`src/rtl/rv32_csr_params.svh`:
```
`ifndef RV32_CSR_PARAMS_SVH
`define RV32_CSR_PARAMS_SVH

// ~~~~~~~~~~~~~~~~~~~~~~~~~~~~~~~~~~~~~~~~~~~~~~~~~~
// machine-mode registers
`define RV32_CSR_MSTATUS         12'h300
`define RV32_CSR_MISA            12'h301
`define RV32_CSR_MTVEC           12'h305
`define RV32_CSR_MCOUNTINHIBIT   12'h320
`define RV32_CSR_MSCRATCH        12'h340
`define RV32_CSR_MEPC            12'h341
`define RV32_CSR_MCAUSE          12'h342

// ~~~~~~~~~~~~~~~~~~~~~~~~~~~~~~~~~~~~~~~~~~~~~~~~~~
// counters, machine view and user aliases
`define RV32_CSR_MCYCLE          12'hB00
`define RV32_CSR_MINSTRET        12'hB02
`define RV32_CSR_MCYCLEH         12'hB80
`define RV32_CSR_MINSTRETH       12'hB82
`define RV32_CSR_CYCLE           12'hC00
`define RV32_CSR_TIME            12'hC01
`define RV32_CSR_INSTRET         12'hC02
`define RV32_CSR_CYCLEH          12'hC80
`define RV32_CSR_TIMEH           12'hC81
`define RV32_CSR_INSTRETH        12'hC82

// ~~~~~~~~~~~~~~~~~~~~~~~~~~~~~~~~~~~~~~~~~~~~~~~~~~
// ranges that read as zero
`define RV32_CSR_MHPMEVENT_BASE    12'h323
`define RV32_CSR_MHPMEVENT_LAST    12'h33F
`define RV32_CSR_MHPMCOUNTER_BASE  12'hB03
`define RV32_CSR_MHPMCOUNTER_LAST  12'hB1F
`define RV32_CSR_MHPMCOUNTERH_BASE 12'hB83
`define RV32_CSR_MHPMCOUNTERH_LAST 12'hB9F
`define RV32_CSR_PMPCFG_BASE       12'h3A0
`define RV32_CSR_PMPCFG_LAST       12'h3A3
`define RV32_CSR_PMPADDR_BASE      12'h3B0
`define RV32_CSR_PMPADDR_LAST      12'h3BF

`define RV32_CSR_MVENDORID       12'hF11
`define RV32_CSR_MARCHID         12'hF12
`define RV32_CSR_MIMPID          12'hF13
`define RV32_CSR_MHARTID         12'hF14

// xlen field of 1 selects RV32, then one bit per extension from A to Z.
`define RV32_MISA_VALUE 32'b01_0000_00000000000001000100000000

`define RV32_MSTATUS_MPP 2'b11

`endif

```
`src/rtl/rv32_csr_req_pkg.sv`:
```
package rv32_csr_req_pkg;

    typedef enum logic [1:0] {
        csr_op_rw = 2'b00,
        csr_op_rs = 2'b01,
        csr_op_rc = 2'b10
    } csr_write_op_e;

    typedef enum logic {
        csr_src_imm = 1'b0,
        csr_src_reg = 1'b1
    } csr_src_e;

    // targets of a write command inside the state parts.
    typedef enum logic [2:0] {
        sel_mstatus,
        sel_mscratch,
        sel_mtvec,
        sel_mepc,
        sel_mcause,
        sel_countinhibit
    } csr_reg_sel_e;

    typedef struct packed {
        logic          read;
        logic          write;
        csr_write_op_e write_op;
        csr_src_e      src;
        logic [11:0]   addr;
        logic [31:0]   rs1_value;
        logic [31:0]   imm_value;
    } csr_request_t;

endpackage

```
`src/rtl/rv32_csr_state_pkg.sv`:
```
package rv32_csr_state_pkg;
    import rv32_csr_req_pkg::*;

    typedef struct packed {
        logic        mie;
        logic        mpie;
        logic [31:0] mscratch;
        logic [31:0] mtvec;
        logic [31:0] mepc;
        logic [31:0] mcause;
    } machine_regs_t;

    typedef struct packed {
        logic [63:0] cycle;
        logic [63:0] instret;
        logic        inhibit_cy;
        logic        inhibit_ir;
    } counters_t;

    typedef struct packed {
        logic         en;
        csr_reg_sel_e sel;
        logic [31:0]  value;
    } csr_write_t;

endpackage

```
`src/rtl/rv32_csr_access.sv`:
```
`timescale 1ns/1ps

`include "rv32_csr_params.svh"

module rv32_csr_access
    import rv32_csr_req_pkg::*;
    import rv32_csr_state_pkg::*;
(
    input  csr_request_t  request,
    input  logic          stall,
    input  machine_regs_t mregs,
    input  counters_t     counters,
    output logic [31:0]   read_value,
    output logic          illegal,
    output csr_write_t    write_cmd
);

    typedef enum logic [2:0] {
        cls_mreg,
        cls_counter,
        cls_const,
        cls_zero,
        cls_unknown
    } addr_class_e;

    addr_class_e  addr_class;
    csr_reg_sel_e mreg_sel;
    logic         is_mreg;
    logic         in_zero_range;
    logic [63:0]  counter_word;
    logic [31:0]  src_value;
    logic [31:0]  new_value;

    // ~~~~~~~~~~~~~~~~~~~~~~~~~~~~~~~~~~~~~~~~~~~~~~~~~~
    // address decode
    always_comb begin
        is_mreg  = 1'b1;
        mreg_sel = sel_mstatus;
        case (request.addr)
            `RV32_CSR_MSTATUS:       mreg_sel = sel_mstatus;
            `RV32_CSR_MSCRATCH:      mreg_sel = sel_mscratch;
            `RV32_CSR_MTVEC:         mreg_sel = sel_mtvec;
            `RV32_CSR_MEPC:          mreg_sel = sel_mepc;
            `RV32_CSR_MCAUSE:        mreg_sel = sel_mcause;
            `RV32_CSR_MCOUNTINHIBIT: mreg_sel = sel_countinhibit;
            default:                 is_mreg = 1'b0;
        endcase
    end

    assign in_zero_range =
        (request.addr >= `RV32_CSR_MHPMEVENT_BASE && request.addr <= `RV32_CSR_MHPMEVENT_LAST) ||
        (request.addr >= `RV32_CSR_MHPMCOUNTER_BASE &&
         request.addr <= `RV32_CSR_MHPMCOUNTER_LAST) ||
        (request.addr >= `RV32_CSR_MHPMCOUNTERH_BASE &&
         request.addr <= `RV32_CSR_MHPMCOUNTERH_LAST) ||
        (request.addr >= `RV32_CSR_PMPCFG_BASE && request.addr <= `RV32_CSR_PMPCFG_LAST) ||
        (request.addr >= `RV32_CSR_PMPADDR_BASE && request.addr <= `RV32_CSR_PMPADDR_LAST);

    always_comb begin
        case (request.addr)
            `RV32_CSR_MCYCLE, `RV32_CSR_MINSTRET, `RV32_CSR_MCYCLEH, `RV32_CSR_MINSTRETH,
            `RV32_CSR_CYCLE, `RV32_CSR_TIME, `RV32_CSR_INSTRET,
            `RV32_CSR_CYCLEH, `RV32_CSR_TIMEH, `RV32_CSR_INSTRETH: addr_class = cls_counter;
            `RV32_CSR_MISA: addr_class = cls_const;
            `RV32_CSR_MVENDORID, `RV32_CSR_MARCHID,
            `RV32_CSR_MIMPID, `RV32_CSR_MHARTID: addr_class = cls_zero;
            default: begin
                if (is_mreg) addr_class = cls_mreg;
                else if (in_zero_range) addr_class = cls_zero;
                else addr_class = cls_unknown;
            end
        endcase
    end

    // ~~~~~~~~~~~~~~~~~~~~~~~~~~~~~~~~~~~~~~~~~~~~~~~~~~
    // read value
    assign counter_word = request.addr[1] ? counters.instret : counters.cycle; // time is cycle.

    always_comb begin
        case (addr_class)
            cls_mreg: begin
                case (mreg_sel)
                    sel_mstatus: read_value = {19'b0, `RV32_MSTATUS_MPP, 3'b0, mregs.mpie,
                                               3'b0, mregs.mie, 3'b0};
                    sel_mscratch:     read_value = mregs.mscratch;
                    sel_mtvec:        read_value = mregs.mtvec;
                    sel_mepc:         read_value = mregs.mepc;
                    sel_mcause:       read_value = mregs.mcause;
                    sel_countinhibit: read_value = {29'b0, counters.inhibit_ir, 1'b0,
                                                    counters.inhibit_cy};
                    default:          read_value = 32'b0;
                endcase
            end
            cls_counter: read_value = request.addr[7] ? counter_word[63:32] : counter_word[31:0];
            cls_const:   read_value = `RV32_MISA_VALUE;
            default:     read_value = 32'b0;
        endcase
    end

    // ~~~~~~~~~~~~~~~~~~~~~~~~~~~~~~~~~~~~~~~~~~~~~~~~~~
    // write path
    assign illegal = ((request.read || request.write) && addr_class == cls_unknown) ||
                     (request.write && request.addr[11:10] == 2'b11);

    assign src_value = (request.src == csr_src_reg) ? request.rs1_value : request.imm_value;

    always_comb begin
        case (request.write_op)
            csr_op_rw: new_value = src_value;
            csr_op_rs: new_value = read_value | src_value;
            csr_op_rc: new_value = read_value & ~src_value;
            default:   new_value = read_value; // unused encoding keeps the old value.
        endcase
    end

    assign write_cmd.en    = request.write && (addr_class == cls_mreg) && !stall && !illegal;
    assign write_cmd.sel   = mreg_sel;
    assign write_cmd.value = new_value;

endmodule

```
`src/rtl/rv32_csr_unit.sv`:
```
`timescale 1ns/1ps

module rv32_csr_unit
    import rv32_csr_req_pkg::*;
    import rv32_csr_state_pkg::*;
(
    input  logic         clk,
    input  logic         reset,
    input  logic         stall,
    input  csr_request_t request,
    input  logic         instr_retired,
    output logic [31:0]  read_value,
    output logic         illegal
);

    csr_write_t    write_cmd;
    machine_regs_t mregs;
    counters_t     counters;

    rv32_csr_access access (
        .request    (request),
        .stall      (stall),
        .mregs      (mregs),
        .counters   (counters),
        .read_value (read_value),
        .illegal    (illegal),
        .write_cmd  (write_cmd)
    );

    rv32_machine_regs machine_regs (
        .clk       (clk),
        .reset     (reset),
        .write_cmd (write_cmd),
        .mregs     (mregs)
    );

    rv32_perf_counters perf_counters (
        .clk           (clk),
        .reset         (reset),
        .instr_retired (instr_retired),
        .write_cmd     (write_cmd),
        .counters      (counters)
    );

endmodule

```
`src/rtl/rv32_machine_regs.sv`:
```
`timescale 1ns/1ps

module rv32_machine_regs
    import rv32_csr_req_pkg::*;
    import rv32_csr_state_pkg::*;
(
    input  logic          clk,
    input  logic          reset,
    input  csr_write_t    write_cmd,
    output machine_regs_t mregs
);

    logic [31:0] aligned_value;

    assign aligned_value = {write_cmd.value[31:2], 2'b00}; // mtvec and mepc drop bits 1:0.

    always_ff @(posedge clk) begin
        if (reset) begin
            mregs <= '0;
        end else if (write_cmd.en) begin
            case (write_cmd.sel)
                sel_mstatus: begin
                    mregs.mie  <= write_cmd.value[3];
                    mregs.mpie <= write_cmd.value[7];
                end
                sel_mscratch: begin
                    mregs.mscratch <= write_cmd.value;
                end
                sel_mtvec: begin
                    mregs.mtvec <= aligned_value; // only direct mode is supported.
                end
                sel_mepc: begin
                    mregs.mepc <= aligned_value;
                end
                sel_mcause: begin
                    mregs.mcause <= write_cmd.value;
                end
                default: begin
                    // countinhibit lives in the counter block.
                end
            endcase
        end
    end

endmodule

```
`src/rtl/rv32_perf_counters.sv`:
```
`timescale 1ns/1ps

module rv32_perf_counters
    import rv32_csr_req_pkg::*;
    import rv32_csr_state_pkg::*;
(
    input  logic       clk,
    input  logic       reset,
    input  logic       instr_retired,
    input  csr_write_t write_cmd,
    output counters_t  counters
);

    logic inhibit_write;

    assign inhibit_write = write_cmd.en && (write_cmd.sel == sel_countinhibit);

    // ~~~~~~~~~~~~~~~~~~~~~~~~~~~~~~~~~~~~~~~~~~~~~~~~~~
    // the counters step on the old inhibit bits at the edge that loads new ones.
    always_ff @(posedge clk) begin
        if (reset) begin
            counters <= '0;
        end else begin
            if (!counters.inhibit_cy) begin
                counters.cycle <= counters.cycle + 64'd1;
            end
            if (!counters.inhibit_ir) begin
                counters.instret <= counters.instret + 64'(instr_retired);
            end
            if (inhibit_write) begin
                counters.inhibit_cy <= write_cmd.value[0]; // bit 1 is time, which has no inhibit.
                counters.inhibit_ir <= write_cmd.value[2];
            end
        end
    end

endmodule

```
`config.mk`:
```
export PLATFORM = sky130hd
export DESIGN_NAME = rv32_csr_unit
export DESIGN_NICKNAME = d
export VERILOG_FILES = /design/src/rtl/rv32_csr_req_pkg.sv /design/src/rtl/rv32_csr_state_pkg.sv /design/src/rtl/rv32_csr_access.sv /design/src/rtl/rv32_csr_unit.sv /design/src/rtl/rv32_machine_regs.sv /design/src/rtl/rv32_perf_counters.sv
export VERILOG_INCLUDE_DIRS = /design/src /design/src/rtl
export SDC_FILE = /design/constraint.sdc
export NUM_CORES = 1
export LEC_CHECK = 0
export CORE_AREA = 3 3 179 181
export CTS_BUF_LIST = sky130_fd_sc_hd__clkbuf_8
export DETAILED_ROUTE_END_ITERATION = 8
export DIE_AREA = 0 0 182 184
export DONT_BUFFER_PORTS = 1
export PLACE_DENSITY = 0.65
export SYNTH_ARGS = -nofsm -noshare
export SYNTH_HDL_FRONTEND = slang
export SYNTH_SLANG_ARGS = --single-unit
```
`constraint.sdc`:
```
create_clock -name clk -period 6.6 [get_ports clk]
set_input_delay 0.99 -clock clk [delete_from_list [all_inputs] [get_ports clk]]
set_output_delay 0.99 -clock clk [all_outputs]
set_load 0.01 [all_outputs]
```
-- Yosys cells after proc, flatten, opt, wreduce, memory -nomap -nowiden
Index checks and enable logic that the tools add are counted.
- memories: 0
- flip-flop bits (word level): 256
- bits in writable memories: 0
- bits in read-only memories: 0
- latch bits: 0
- div/mod/pow operators: 0
- shift operators: 0
- add/subtract/negate cells: 2
- equal/unequal tests: 32
- $mul: 0
- bitwise gates (word level): 3
- mux-type cells: 11
- order comparisons: 10
- reductions and logical operators: 30
- operator list (cell ; count):
    case mux 32 bit (3 select lines) ; 2
    case mux 32 bit (6 select lines) ; 1
    == test 12 bit, second input constant ; 14
    == test 12 x 10 -> 1 bit, second input constant ; 7
    adder 64 x 1 -> 64 bit ; 1
    adder 64 x 1 -> 64 bit, second input constant ; 1
    2-to-1 mux 32 bit ; 2
    2-to-1 mux 64 bit ; 1
    greater-or-equal comparator 12 x 10 -> 1 bit, second input constant ; 3
    less-or-equal comparator 12 x 10 -> 1 bit, second input constant ; 3
    bitwise AND 32 bit ; 1
    inverter 32 bit ; 1
    OR 32 bit ; 1
    greater-or-equal comparator 12 bit, second input constant ; 2
    less-or-equal comparator 12 bit, second input constant ; 2
    case mux 3 bit (5 select lines) ; 1
    logical AND 1 bit ; 11
    AND reduction 2 bit ; 5
    OR reduction 10 bit ; 1
    == test 3 x 2 -> 1 bit, second input constant ; 3
    == test 3 bit, second input constant ; 3
    case mux 3 bit (3 select lines) ; 1
    == test 3 x 1 -> 1 bit, second input constant ; 2
    logical NOT 3 bit ; 2
    other kinds (9) ; 17

-- Logic depth before layout (Yosys ltp)
Gate-level depths: netlist (run 1).
- word-level depth: 15
- depth in mapped cells: 10

-- Hierarchy
From an unflattened synthesis (run 1), not the netlist that was laid out.
- cells, all modules: 1622
- area total of the unflattened synthesis: 14694.1 µm²
- by module, submodules not included (module ; times used ; seq. area each (µm²) ; cells each ; area each (µm²)):
    rv32_perf_counters ; 1 ; 2602.5 ; 717 ; 6060.8
    rv32_machine_regs ; 1 ; 2522.4 ; 454 ; 5053.6
    rv32_csr_access ; 1 ; 0.0 ; 451 ; 3579.7

-- Worst setup path before layout (run 1)
Ideal clock, no wire load.
- path kind: input port to output port
- from: input port request[68] in the netlist's numbering
- to: output port read_value[12]
- path buffers: 1
- cell stages on the path: 7
- data arrival time: 2917 ps
- setup slack: 2693 ps
- path through: buf_4 > or4b_4 > nor4_4 > a211oi_2 > or2_1 > a21o_1 > nand3_1
- cells in the longest elaborated chain, start to end: 11
- elaborated cells between the ends (all ways): 59
- ends and longest elaborated chain (element ; line ; RTL):
    start, declared ; rv32_csr_unit.sv:10 ; input csr_request_t request,
    greater-or-equal comparator 12 x 10 -> 1 bit (no line), or another cell as far along ; - ;
    logical AND 1 bit (no line) ; - ;
    logical OR 1 bit (4 in series) ; rv32_csr_access.sv:51 ; (request.addr >= `RV32_CSR_MHPMEVENT_BASE && request.addr <= `RV32_CSR_MHPMEVENT_LAST) ||
    2-to-1 mux 3 bit ; rv32_csr_access.sv:69 ; else if (in_zero_range) addr_class = cls_zero;
    2-to-1 mux 3 bit ; rv32_csr_access.sv:68 ; if (is_mreg) addr_class = cls_mreg;
    case mux 3 bit (3 select lines) ; rv32_csr_access.sv:60 ; case (request.addr)
    == test 3 x 2 -> 1 bit, or another cell as far along ; rv32_csr_access.sv:80 ; case (addr_class)
    case mux 32 bit (3 select lines) * ; rv32_csr_access.sv:80 ;
    end, declared ; rv32_csr_unit.sv:12 ; output logic [31:0] read_value,
Every way passes the cells marked *; elsewhere a longest branch is shown, timed or not.

-- Final worst setup path (run 1)
- from: input port request[75] in the netlist's numbering
- to: output port read_value[2]
Same word-level chain as after synthesis.

==> results of run 1 <==
-- Yosys cell counts, types with 16 or more instances --
master      n
and3_1     30
nand2_1    68
clkbuf_1   84
mux4_2     32
buf_2      25
nor2_1    283
a21oi_1    48
a21o_1     32
dfxtp_1   256
nor4_1     16
mux2i_1    56
nor3_1     19
nand4_1    84
and4_1     19
xnor2_1    30
xor2_1     85
a211oi_1  107
nand3_1    85
-- worst max-delay path, delay by kind of cell --
| kind | cells | cell delay, ns |
|---|---|---|
| buf+inv | 1 | 0.28 |
| compound gates | 1 | 0.64 |
| simple gates | 3 | 1.29 |
-- flip-flops by register name, indices dropped and copies added, names as in the netlist --
register / flops
machine_regs.mregs: 126
perf_counters.counters: 130
-- power by group through the flow --
stage	logic (mW)	registers, mW	clock network [mW]
after global placement	0.112	1.59	0
after detailed placement	0.113	1.59	0
final	0.114	1.55	1.27
after global routing	0.125	1.55	1.37
after floorplan	0.141	1.58	0
after CTS	0.113	1.55	1.30
-- logic make-up after synthesis --
group	after synthesis	synth area share
AOI/OAI and AO/OA	278	0.1464
DFF	256	0.3736
buffers and inverters	129	0.03894
and+or+nand+nor	690	0.2609
xor gates and xnor gates	115	0.07341
adders and majority gates	3	0.002736
muxes	101	0.1041
-- through the flow --
stage	power (mW)	std cells	setup slack, ns	hold slack, ns
floorplan	1.726	1572	2.693	0.4544
global placement	1.697	1858	2.402	0.4689
detailed placement	1.699	1858	2.451	0.4801
CTS	2.963	1926	2.454	0.4955
global route	3.045	1926	2.306	0.4907
finish	2.933	1926	2.398	0.4919
-- layout make-up --
type / count / area (um^2) / share of cell area
Clock inverter: 20 / 86.33 / 0.005919
Tap cell: 396 / 495.5 / 0.03397
Clock buffer: 48 / 660.6 / 0.04529
Multi-Input combinational cell: 1187 / 8094 / 0.5549
Sequential cell: 256 / 5125 / 0.3514
Inverter: 5 / 18.77 / 0.001287
Timing Repair Buffer: 14 / 105.1 / 0.007206
-- per-layer routing --
metal  up-vias  wire, um
li1       5608         -
met1      5557     17360
met2       338     17150
met3        63      2498
met4         2       762
met5         -         8
-- worst paths after layout --
check                        startpoint                    endpoint  slack, ns  cells after the start
max reg2reg  perf_counters.counters[10]  perf_counters.counters[65]       3.51                      7
min reg2reg      machine_regs.mregs[24]      machine_regs.mregs[24]       0.49                      2
max                         request[75]               read_value[2]       2.40                      5
min              machine_regs.mregs[24]      machine_regs.mregs[24]       0.49                      2
==> reports/qor.csv, run 1 <==
stage,metric,value,unit
status,run status,"finished, final reports clean",
floorplan,CORE AREA,30590,um^2
floorplan,Die Wd,182,um
global_route,met3 Use GR,0.03858,
yosys,syn_nets,1660,
setup_path,critical-path cell list,nand4bb_1 -> nor3_2 -> buf_4 -> nand2_1 -> o211ai_1,
setup_path,"Slowest-stage cell, CP",o211ai_1,
global_route,M2 GR Usage,0.3450,
global_route,number of antenna violations at the first check in global routing,1,
cts,post_cts resized,0,
pwr,Int Pwr,2.258,mW
cts,clock buffer depth,3,
place,# port buffers,0,
setup_path,Crit Path Max Fanout,15,
cts,Skew-Pair Late Insertion Delay,0.56,ns
sta,setup TNS,0,ns
cts,H-tree levels,2,
finish,P&R area growth vs syn,6.311,%
yosys,top cell type's share of synthesized area,0.3736,
cts,TritonCTS clock tree,yes,
run,# Max-Cap Violations,0,
cts,Post-CTS Setup Bufs,0,
yosys,Synth Instances,1572,
cts,CTS buffer count,43,
global_route,largest net degree at the start of global routing,257,
yosys,"FFs w/ async S/R, synth",0,
setup_path,CP endpoint kind,output pin,
floorplan,Initial Utilization,0.4485,
finish,# fillers,2950,
yosys,synth warn,0,
place,dpl hpwl,24.97,mm
yosys,Post-synth EDFFs,0,
global_route,met1 Resource Use GR,0.3105,
cts,# hold bufs at CTS,0,
global_route,first-pass GRT wire length,59.93,mm
sta,Final Cycle Share,0.6366,
place,placed cell area,13840,um^2
cts,clock root cell,clkbuf_8,
floorplan,die area,33490,um^2
setup_path,Setup CP Type,in2out,
hold_path,min-delay worst type,reg2reg,
setup_path,CP startpoint kind,input pin,
sta,final clock skew,0.04133,ns
finish,Nets,1595,
finish,final instance area,14590,um^2
route,via/cell ratio,6.006,
sta,min Tclk post-route,4.202,ns
route,via count,11568,
route,final wirelength,37.78,mm
setup_path,Crit path largest cell delay,0.64,ns
place,gpl congestion,0.8717,
global_route,vias in the first global route,10855,
cts,CTS Sinks,256,
finish,most frequent cells in the layout,"nor2_1, dfxtp_1, a211oi_1",
route,number of remaining DRC errors,0,
sta,Worst slew margin,0.2218,
yosys,Yosys top cell by area,dfxtp_1,
pwr,Sw Pwr,675.8,uW
global_route,GRT Max-Usage Layer,met2,
yosys,top post-synthesis cells by area,"dfxtp_1, nor2_1, a211oi_1",
sta,RSZ-0062 raised after global routing,false,
sta,Max Fclk,238.0,MHz
finish,layout cell share with drive strength beyond 1,0.1020,
pwr,Comb power frac,0.039,
finish,Antenna diodes,0,
finish,final core utilization,0.4768,
yosys,mean post-synth cell area,8.727,um^2
setup_path,CP Data Arrival Time,3.21,ns
global_route,Total GRT Usage,0.2190,
yosys,"flops & latches, synth",256,
route,router iterations before antenna repair,5,
finish,"most common cell after layout, fill and taps aside",nor2_1,
route,DR WL/cell,19.62,um
pwr,Switching Share,0.2304,
pwr,Flop pwr share,0.529,
yosys,most common flop cell mapped by yosys,dfxtp_1,
floorplan,# rows,64,
yosys,register area share after synthesis,0.3736,
route,DR iter-0 viols,1015,
pwr,clock share of power,0.432,
sta,worst slew pin tran,1.165,ns
floorplan,# IOs,118,
sta,Final setup violation count,0,
setup_path,Critical Path RT,5.61,ns
cts,clk slew on worst S/H paths,0.05,ns
sta,final hold viol count,0,
global_route,GRT overflow,0,
pwr,peak supply drop,0.0001496,V
route,Final ANT Viol Nets,0,
sta,Max Transition Viols Final,0,
pwr,Power Density,201.1,nW/um^2
floorplan,Die Y,184,um
yosys,post-synth cell types,63,
yosys,synthesized area,13720,um^2
pwr,Leak,4.974,nW
No activity file was read; power rests on OpenSTA's default activity.
==> run 2: changes to the inputs <==
==> constraint.sdc (replaced) <==
create_clock -name clk -period 4.4 [get_ports clk]
set_input_delay 0.66 -clock clk [delete_from_list [all_inputs] [get_ports clk]]
set_output_delay 0.66 -clock clk [all_outputs]
set_load 0.01 [all_outputs]
==> reports/qor.csv, run 2 (same netlist as run 1, synthesis figures left out) <==
stage,metric,value,unit
pwr,Pwr Total,4.934,mW
global_route,Total GRT Usage,0.2185,
route,number of remaining DRC errors,0,
setup_path,CP Data Arrival Time,2.89,ns
pwr,Leak,5.114,nW
finish,max FFs per register,130,
cts,Skew-Pair Late Insertion Delay,0.57,ns
setup_path,"Slowest-stage cell, CP",nor4_4,
finish,# fillers,2915,
cts,CTS Sinks,256,
run,# Max-Cap Violations,0,
floorplan,# IOs,118,
route,DR iter-0 viols,1084,
status,run status,"finished, final reports clean",
global_route,first-pass GRT wire length,60.16,mm
place,gpl congestion,0.8580,
cts,clock root cell,clkbuf_8,
cts,H-tree levels,2,
route,Final ANT Viol Nets,0,
finish,largest reg by FF count,perf_counters.counters,
floorplan,die area,33490,um^2
sta,setup TNS,0,ns
global_route,largest net degree at the start of global routing,257,
setup_path,Setup CP Type,in2out,
place,# port buffers,0,
cts,post_cts resized,0,
finish,P&R area growth vs syn,8.591,%
sta,final clock skew,0.02713,ns
global_route,GRT overflow,0,
route,via count,11625,
global_route,number of antenna violations at the first check in global routing,0,
floorplan,Die Y,184,um
route,via/cell ratio,5.980,
route,router iterations before antenna repair,7,
sta,min Tclk post-route,3.549,ns
sta,Final Cycle Share,0.8066,
hold_path,min-delay worst type,in2reg,
setup_path,Crit path largest cell delay,0.63,ns
floorplan,CORE AREA,30590,um^2
global_route,vias in the first global route,11005,
finish,layout cell share with drive strength beyond 1,0.1176,
place,cell count after placement,1861,
setup_path,CP endpoint kind,output pin,
cts,# hold bufs at CTS,0,
route,met3 routed wirelength,2.595,mm
route,top layer in use,met4,
setup_path,Crit Path Max Fanout,24,
sta,Final setup violation count,0,
sta,worst setup margin,0.8508,ns
route,DR WL/cell,19.38,um
cts,CTS buffer count,44,
cts,clock buffer depth,3,
sta,Max Fclk,281.8,MHz
floorplan,# rows,64,
finish,most frequent cells in the layout,"nor2_1, dfxtp_1, a211oi_1",
cts,Post-CTS Setup Bufs,0,
finish,"most common cell after layout, fill and taps aside",nor2_1,
pwr,Power Density,331.2,nW/um^2
pwr,peak supply drop,0.0001862,V
sta,final hold viol count,0,
floorplan,Die Wd,182,um
setup_path,Critical Path RT,3.74,ns
sta,worst slew pin tran,1.146,ns
route,Met1 Wirelength,17.13,mm
route,final wirelength,37.68,mm
sta,Max Transition Viols Final,0,
setup_path,Worst Path Buf+Inv,1,
finish,largest registers,"perf_counters.counters (130), machine_regs.mregs (126)",
place,dpl hpwl,24.80,mm
finish,fin cells,1944,
floorplan,Initial Utilization,0.4485,
cts,clk slew on worst S/H paths,0.07,ns
setup_path,CP startpoint kind,input pin,
cts,TritonCTS clock tree,yes,
setup_path,Crit path max-delay family,simple AND/OR/NAND/NOR gates,
sta,Worst slew margin,0.2339,
sta,RSZ-0062 raised after global routing,false,
place,pre-CTS setup slack,0.8464,ns
setup_path,critical-path cell list,nand4bb_1 -> nor4_4 -> buf_4 -> a211o_1 -> a211oi_2 -> or2_2,
route,WL met2,17.06,mm
finish,Nets,1599,
run 2: cell count changes in the layout (fill, tap and decap cells not counted), moves of 2 or more:
cell	previous run	this run
bufinv_16	0	3
buf_4	14	16
inv_6	1	3
clkbuf_8	48	61
inv_1	21	12
clkinv_2	2	8
run 2: path summary, 6_finish.rpt:
check | start | to | slack (ns) | cells past startpoint
hold reg to reg | machine_regs.mregs[22] | machine_regs.mregs[22] | 0.49 | 2
setup / recovery | request[75] | read_value[11] | 0.85 | 6
hold / removal | reset | machine_regs.mregs[54] | 0.17 | 1
setup reg to reg | perf_counters.counters[2] | perf_counters.counters[60] | 1.60 | 9
run 2: stage by stage:
step	instance area [um^2]	utilization	hold WS, ns
finish	14900	0.4870	0.1714
global route	14900	0.4870	0.1389
CTS	14900	0.4870	0.1430
detailed placement	13870	0.4535	0.4832
global placement	13870	0.4535	0.4726
floorplan	13720	-	0.4544
run 2: per-layer routing:
metal	track usage	vias to the layer above
li1	-	5634
met1	0.3024	5521
met2	0.3501	392
met3	0.04234	78
met4	0.06124	0
met5	0	-
run 2: report_power, final:
part	internal, mW	switching, mW	leakage (nW)
logic	0.0775	0.0924	2.49
clock network	1.42	1.02	0.563
registers	2.32	0.00470	2.06
run 2: cell type report:
cell class / instances / area (um^2) / share of cell area
Clock buffer: 61 / 839.6 / 0.05635
Inverter: 5 / 18.77 / 0.001260
Timing Repair Buffer: 17 / 140.1 / 0.009406
Clock inverter: 21 / 182.7 / 0.01226
Tap cell: 396 / 495.5 / 0.03326
Antenna cell: 1 / 2.502 / 0.0001680
Sequential cell: 256 / 5125 / 0.3440
Multi-Input combinational cell: 1187 / 8094 / 0.5433
==> run 3: changes to the inputs <==
--- a/config.mk
+++ b/config.mk
@@ -6,12 +6,13 @@
 export SDC_FILE = /design/constraint.sdc
 export NUM_CORES = 1
 export LEC_CHECK = 0
-export CORE_AREA = 3 3 179 181
+export ABC_AREA = 1
+export CORE_AREA = 3 3 182 184
 export CTS_BUF_LIST = sky130_fd_sc_hd__clkbuf_8
 export DETAILED_ROUTE_END_ITERATION = 8
-export DIE_AREA = 0 0 182 184
+export DIE_AREA = 0 0 185 187
 export DONT_BUFFER_PORTS = 1
-export PLACE_DENSITY = 0.65
+export PLACE_DENSITY = 0.67
 export SYNTH_ARGS = -nofsm -noshare
 export SYNTH_HDL_FRONTEND = slang
 export SYNTH_SLANG_ARGS = --single-unit
==> constraint.sdc (replaced) <==
create_clock -name clk -period 3.2 [get_ports clk]
set_input_delay 0.48 -clock clk [delete_from_list [all_inputs] [get_ports clk]]
set_output_delay 0.48 -clock clk [all_outputs]
set_load 0.01 [all_outputs]
==> reports/qor.csv, run 3 <==
stage,metric,value,unit
setup_path,Worst R2R Path Depth,12,
pwr,peak supply drop,0.0002783,V
floorplan,Die Y,187,um
floorplan,die area,34600,um^2
sta,Final setup violation count,0,
hold_path,WHS Endpoint,perf_counters.counters[32],
route,DR iter-0 viols,1527,
setup_path,Crit Path Max Fanout,28,
setup_path,critical-path cell list,nor2_1 -> nand2_1 -> inv_1 -> nand2_1 -> nand2_1 -> nand2_1 -> inv_2 -> nand3_1 -> nand4_1,
yosys,most common flop cell mapped by yosys,dfxtp_1,
setup_path,CP most frequent cell,nand2_1,
place,pre-CTS setup slack,0.4681,ns
cts,clk slew on worst S/H paths,0.06,ns
run,# Max-Cap Violations,0,
yosys,"top cells by count, synth","nand2_1, nor2_1, dfxtp_1",
sta,worst setup margin,0.3848,ns
sta,final clock skew,0.04202,ns
sta,final hold viol count,0,
cts,H-tree levels,2,
route,DR WL/cell,18.13,um
sta,RSZ-0062 raised after global routing,false,
global_route,largest net degree at the start of global routing,99,
route,via count,14490,
cts,CTS Sinks,256,
finish,largest reg by FF count,perf_counters.counters,
finish,final core utilization,0.4872,
route,router iterations before antenna repair,6,
setup_path,"reg-to-reg slack, setup",0.40,ns
pwr,Leak,5.867,nW
cts,post_cts resized,0,
floorplan,Initial Utilization,0.4495,
yosys,syn_nets,2194,
hold_path,cell depth of the worst min-delay path,2,
yosys,mean post-synth cell area,6.735,um^2
yosys,top post-synthesis cells by area,"dfxtp_1, nand2_1, a21oi_1",
setup_path,Crit path largest cell delay,0.43,ns
yosys,post-synth cell types,48,
yosys,"flops & latches, synth",256,
setup_path,Critical Path RT,2.72,ns
route,final wirelength,45.53,mm
pwr,Power Density,425.2,nW/um^2
floorplan,# rows,65,
finish,layout cell share with drive strength beyond 1,0.05737,
route,number of remaining DRC errors,0,
floorplan,CORE AREA,31560,um^2
yosys,synthesized area,14180,um^2
pwr,Flop pwr share,0.489,
pwr,Pwr Total,6.537,mW
finish,max FFs per register,130,
sta,Max Fclk,355.2,MHz
setup_path,Setup CP Type,in2out,
setup_path,CP startpoint kind,input pin,
status,run status,"finished, final reports clean",
setup_path,Critical R2R Capture,perf_counters.counters[126],
sta,worst slew pin tran,0.7923,ns
floorplan,Die Wd,185,um
pwr,Int Pwr,4.862,mW
global_route,vias in the first global route,13377,
global_route,first-pass GRT wire length,71.62,mm
hold_path,min-delay worst type,in2reg,
global_route,number of antenna violations at the first check in global routing,0,
yosys,Yosys top cell by area,dfxtp_1,
setup_path,FF-to-FF Start,perf_counters.counters[67],
sta,setup TNS,0,ns
sta,Worst slew margin,0.4669,
sta,Final Cycle Share,0.8797,
pwr,clock share of power,0.459,
sta,min Tclk post-route,2.815,ns
yosys,Synth Instances,2106,
cts,Post-CTS Setup Bufs,0,
cts,CTS buffer count,46,
sta,Max Transition Viols Final,0,
setup_path,"Slowest-stage cell, CP",inv_2,
cts,TritonCTS clock tree,yes,
finish,largest registers,"perf_counters.counters (130), machine_regs.mregs (126)",
finish,most frequent cells in the layout,"nand2_1, nor2_1, dfxtp_1",
hold_path,Hold Startpoint,reset,
yosys,Post-synth EDFFs,0,
route,met3 routed wirelength,3.939,mm
finish,Antenna diodes,0,
finish,"most common cell after layout, fill and taps aside",nand2_1,
finish,Nets,2163,
setup_path,CP endpoint kind,output pin,
cts,clock root cell,clkbuf_8,
pwr,Comb power frac,0.051,
cts,Skew-Pair Late Insertion Delay,0.60,ns
route,Met1 Wirelength,20.51,mm
yosys,synth warn,0,
route,Final ANT Viol Nets,0,
yosys,register area share after synthesis,0.3613,
global_route,Total GRT Usage,0.2542,
route,WL met2,19.59,mm
route,via/cell ratio,5.771,
finish,P&R area growth vs syn,8.389,%
yosys,"FFs w/ async S/R, synth",0,
yosys,most common cell in the netlist,nand2_1,
pwr,Switching Share,0.2563,
cts,clock buffer depth,3,
place,gpl congestion,0.9885,
floorplan,# IOs,118,
yosys,top cell type's share of synthesized area,0.3613,
pwr,Sw Pwr,1.675,mW
place,# port buffers,0,
global_route,GRT overflow,0,
route,top layer in use,met4,
setup_path,CP Data Arrival Time,2.34,ns
place,dpl hpwl,31.98,mm
run 3: cell count changes after synthesis, moves of 31 or more:
cell	before	now
a211oi_1	107	5
nand2_1	68	328
inv_1	5	209
a21o_1	32	1
nor3_1	19	70
o21ai_0	13	185
a21oi_1	48	238
mux4_2	32	0
xor2_1	85	47
nand3_1	85	140
run 3: logic make-up (layout without fill, tap and decap cells):
group                    Yosys count  after routing  share of synthesized area
AND/OR/NAND/NOR                  922            922                     0.2883
AO/OA/AOI/OAI                    515            515                     0.1968
buffers and inverters            322            325                    0.09342
flip-flops                       256            256                     0.3613
XOR/XNOR                          56             56                    0.03458
multiplexers                      32             32                    0.02294
adder cells (fa/ha/maj)            3              3                   0.002647
run 3: metal layers:
layer | vias to the layer above | track usage
met3 | 108 | 0.04337
li1 | 7037 | -
met2 | 652 | 0.3898
met4 | 0 | 0.07619
met5 | - | 0
met1 | 6693 | 0.3657
run 3: critical path: cells and delay by family:
kind                   cells  cell delay, ns
and+or+nand+nor            7            1.34
buffers and inverters      2            0.51
run 3: area by class of cell:
cell class                 count  area [um^2]
timing repair buffer          28        320.3
clock inverter                30        162.7
inverter                     215        808.3
fill                        3197        16180
multi-input combinational   1528         7739
sequential                   256         5125
tap                          402        503.0
clock buffer                  52        715.7
run 3: power groups by stage:
stage               sequential (mW)  combinational (mW)  clock [mW]
finish                         3.20               0.334        3.00
global route                   3.20               0.366        3.20
CTS                            3.20               0.328        3.04
detailed placement             3.27               0.305           0
global placement               3.27               0.300           0
floorplan                      3.27               0.270           0
run 3: metrics by stage:
stage,hold WS (ns),instances,area (um^2)
after floorplan,0.4171,2106,14180
after global placement,0.4329,2427,14460
after detailed placement,0.4409,2427,14460
after CTS,0.02584,2511,15370
after global routing,0.02928,2511,15370
final,0.04888,2511,15370
run 3: repair_timing:
| item | in CTS | in global routing |
|---|---|---|
| hold buffers | 2 | 0 |
| endpoints found under the hold margin | 71 | 0 |
| setup endpoints to repair | 0 | 0 |
run 3: how the worst max path moves through the flow:
stage | from | end | slack [ns] | cells past startpoint
6_report | request[67] | read_value[14] | 0.38 | 9
5_1_grt | perf_counters.counters[1] | perf_counters.counters[128] | 0.20 | 13
4_1_cts | request[67] | read_value[14] | 0.49 | 9
3_5_place_dp | request[67] | machine_regs.mregs[27] | 0.47 | 14
3_3_place_gp | request[67] | read_value[14] | 0.51 | 9
2_1_floorplan | instr_retired | perf_counters.counters[48] | 0.87 | 12
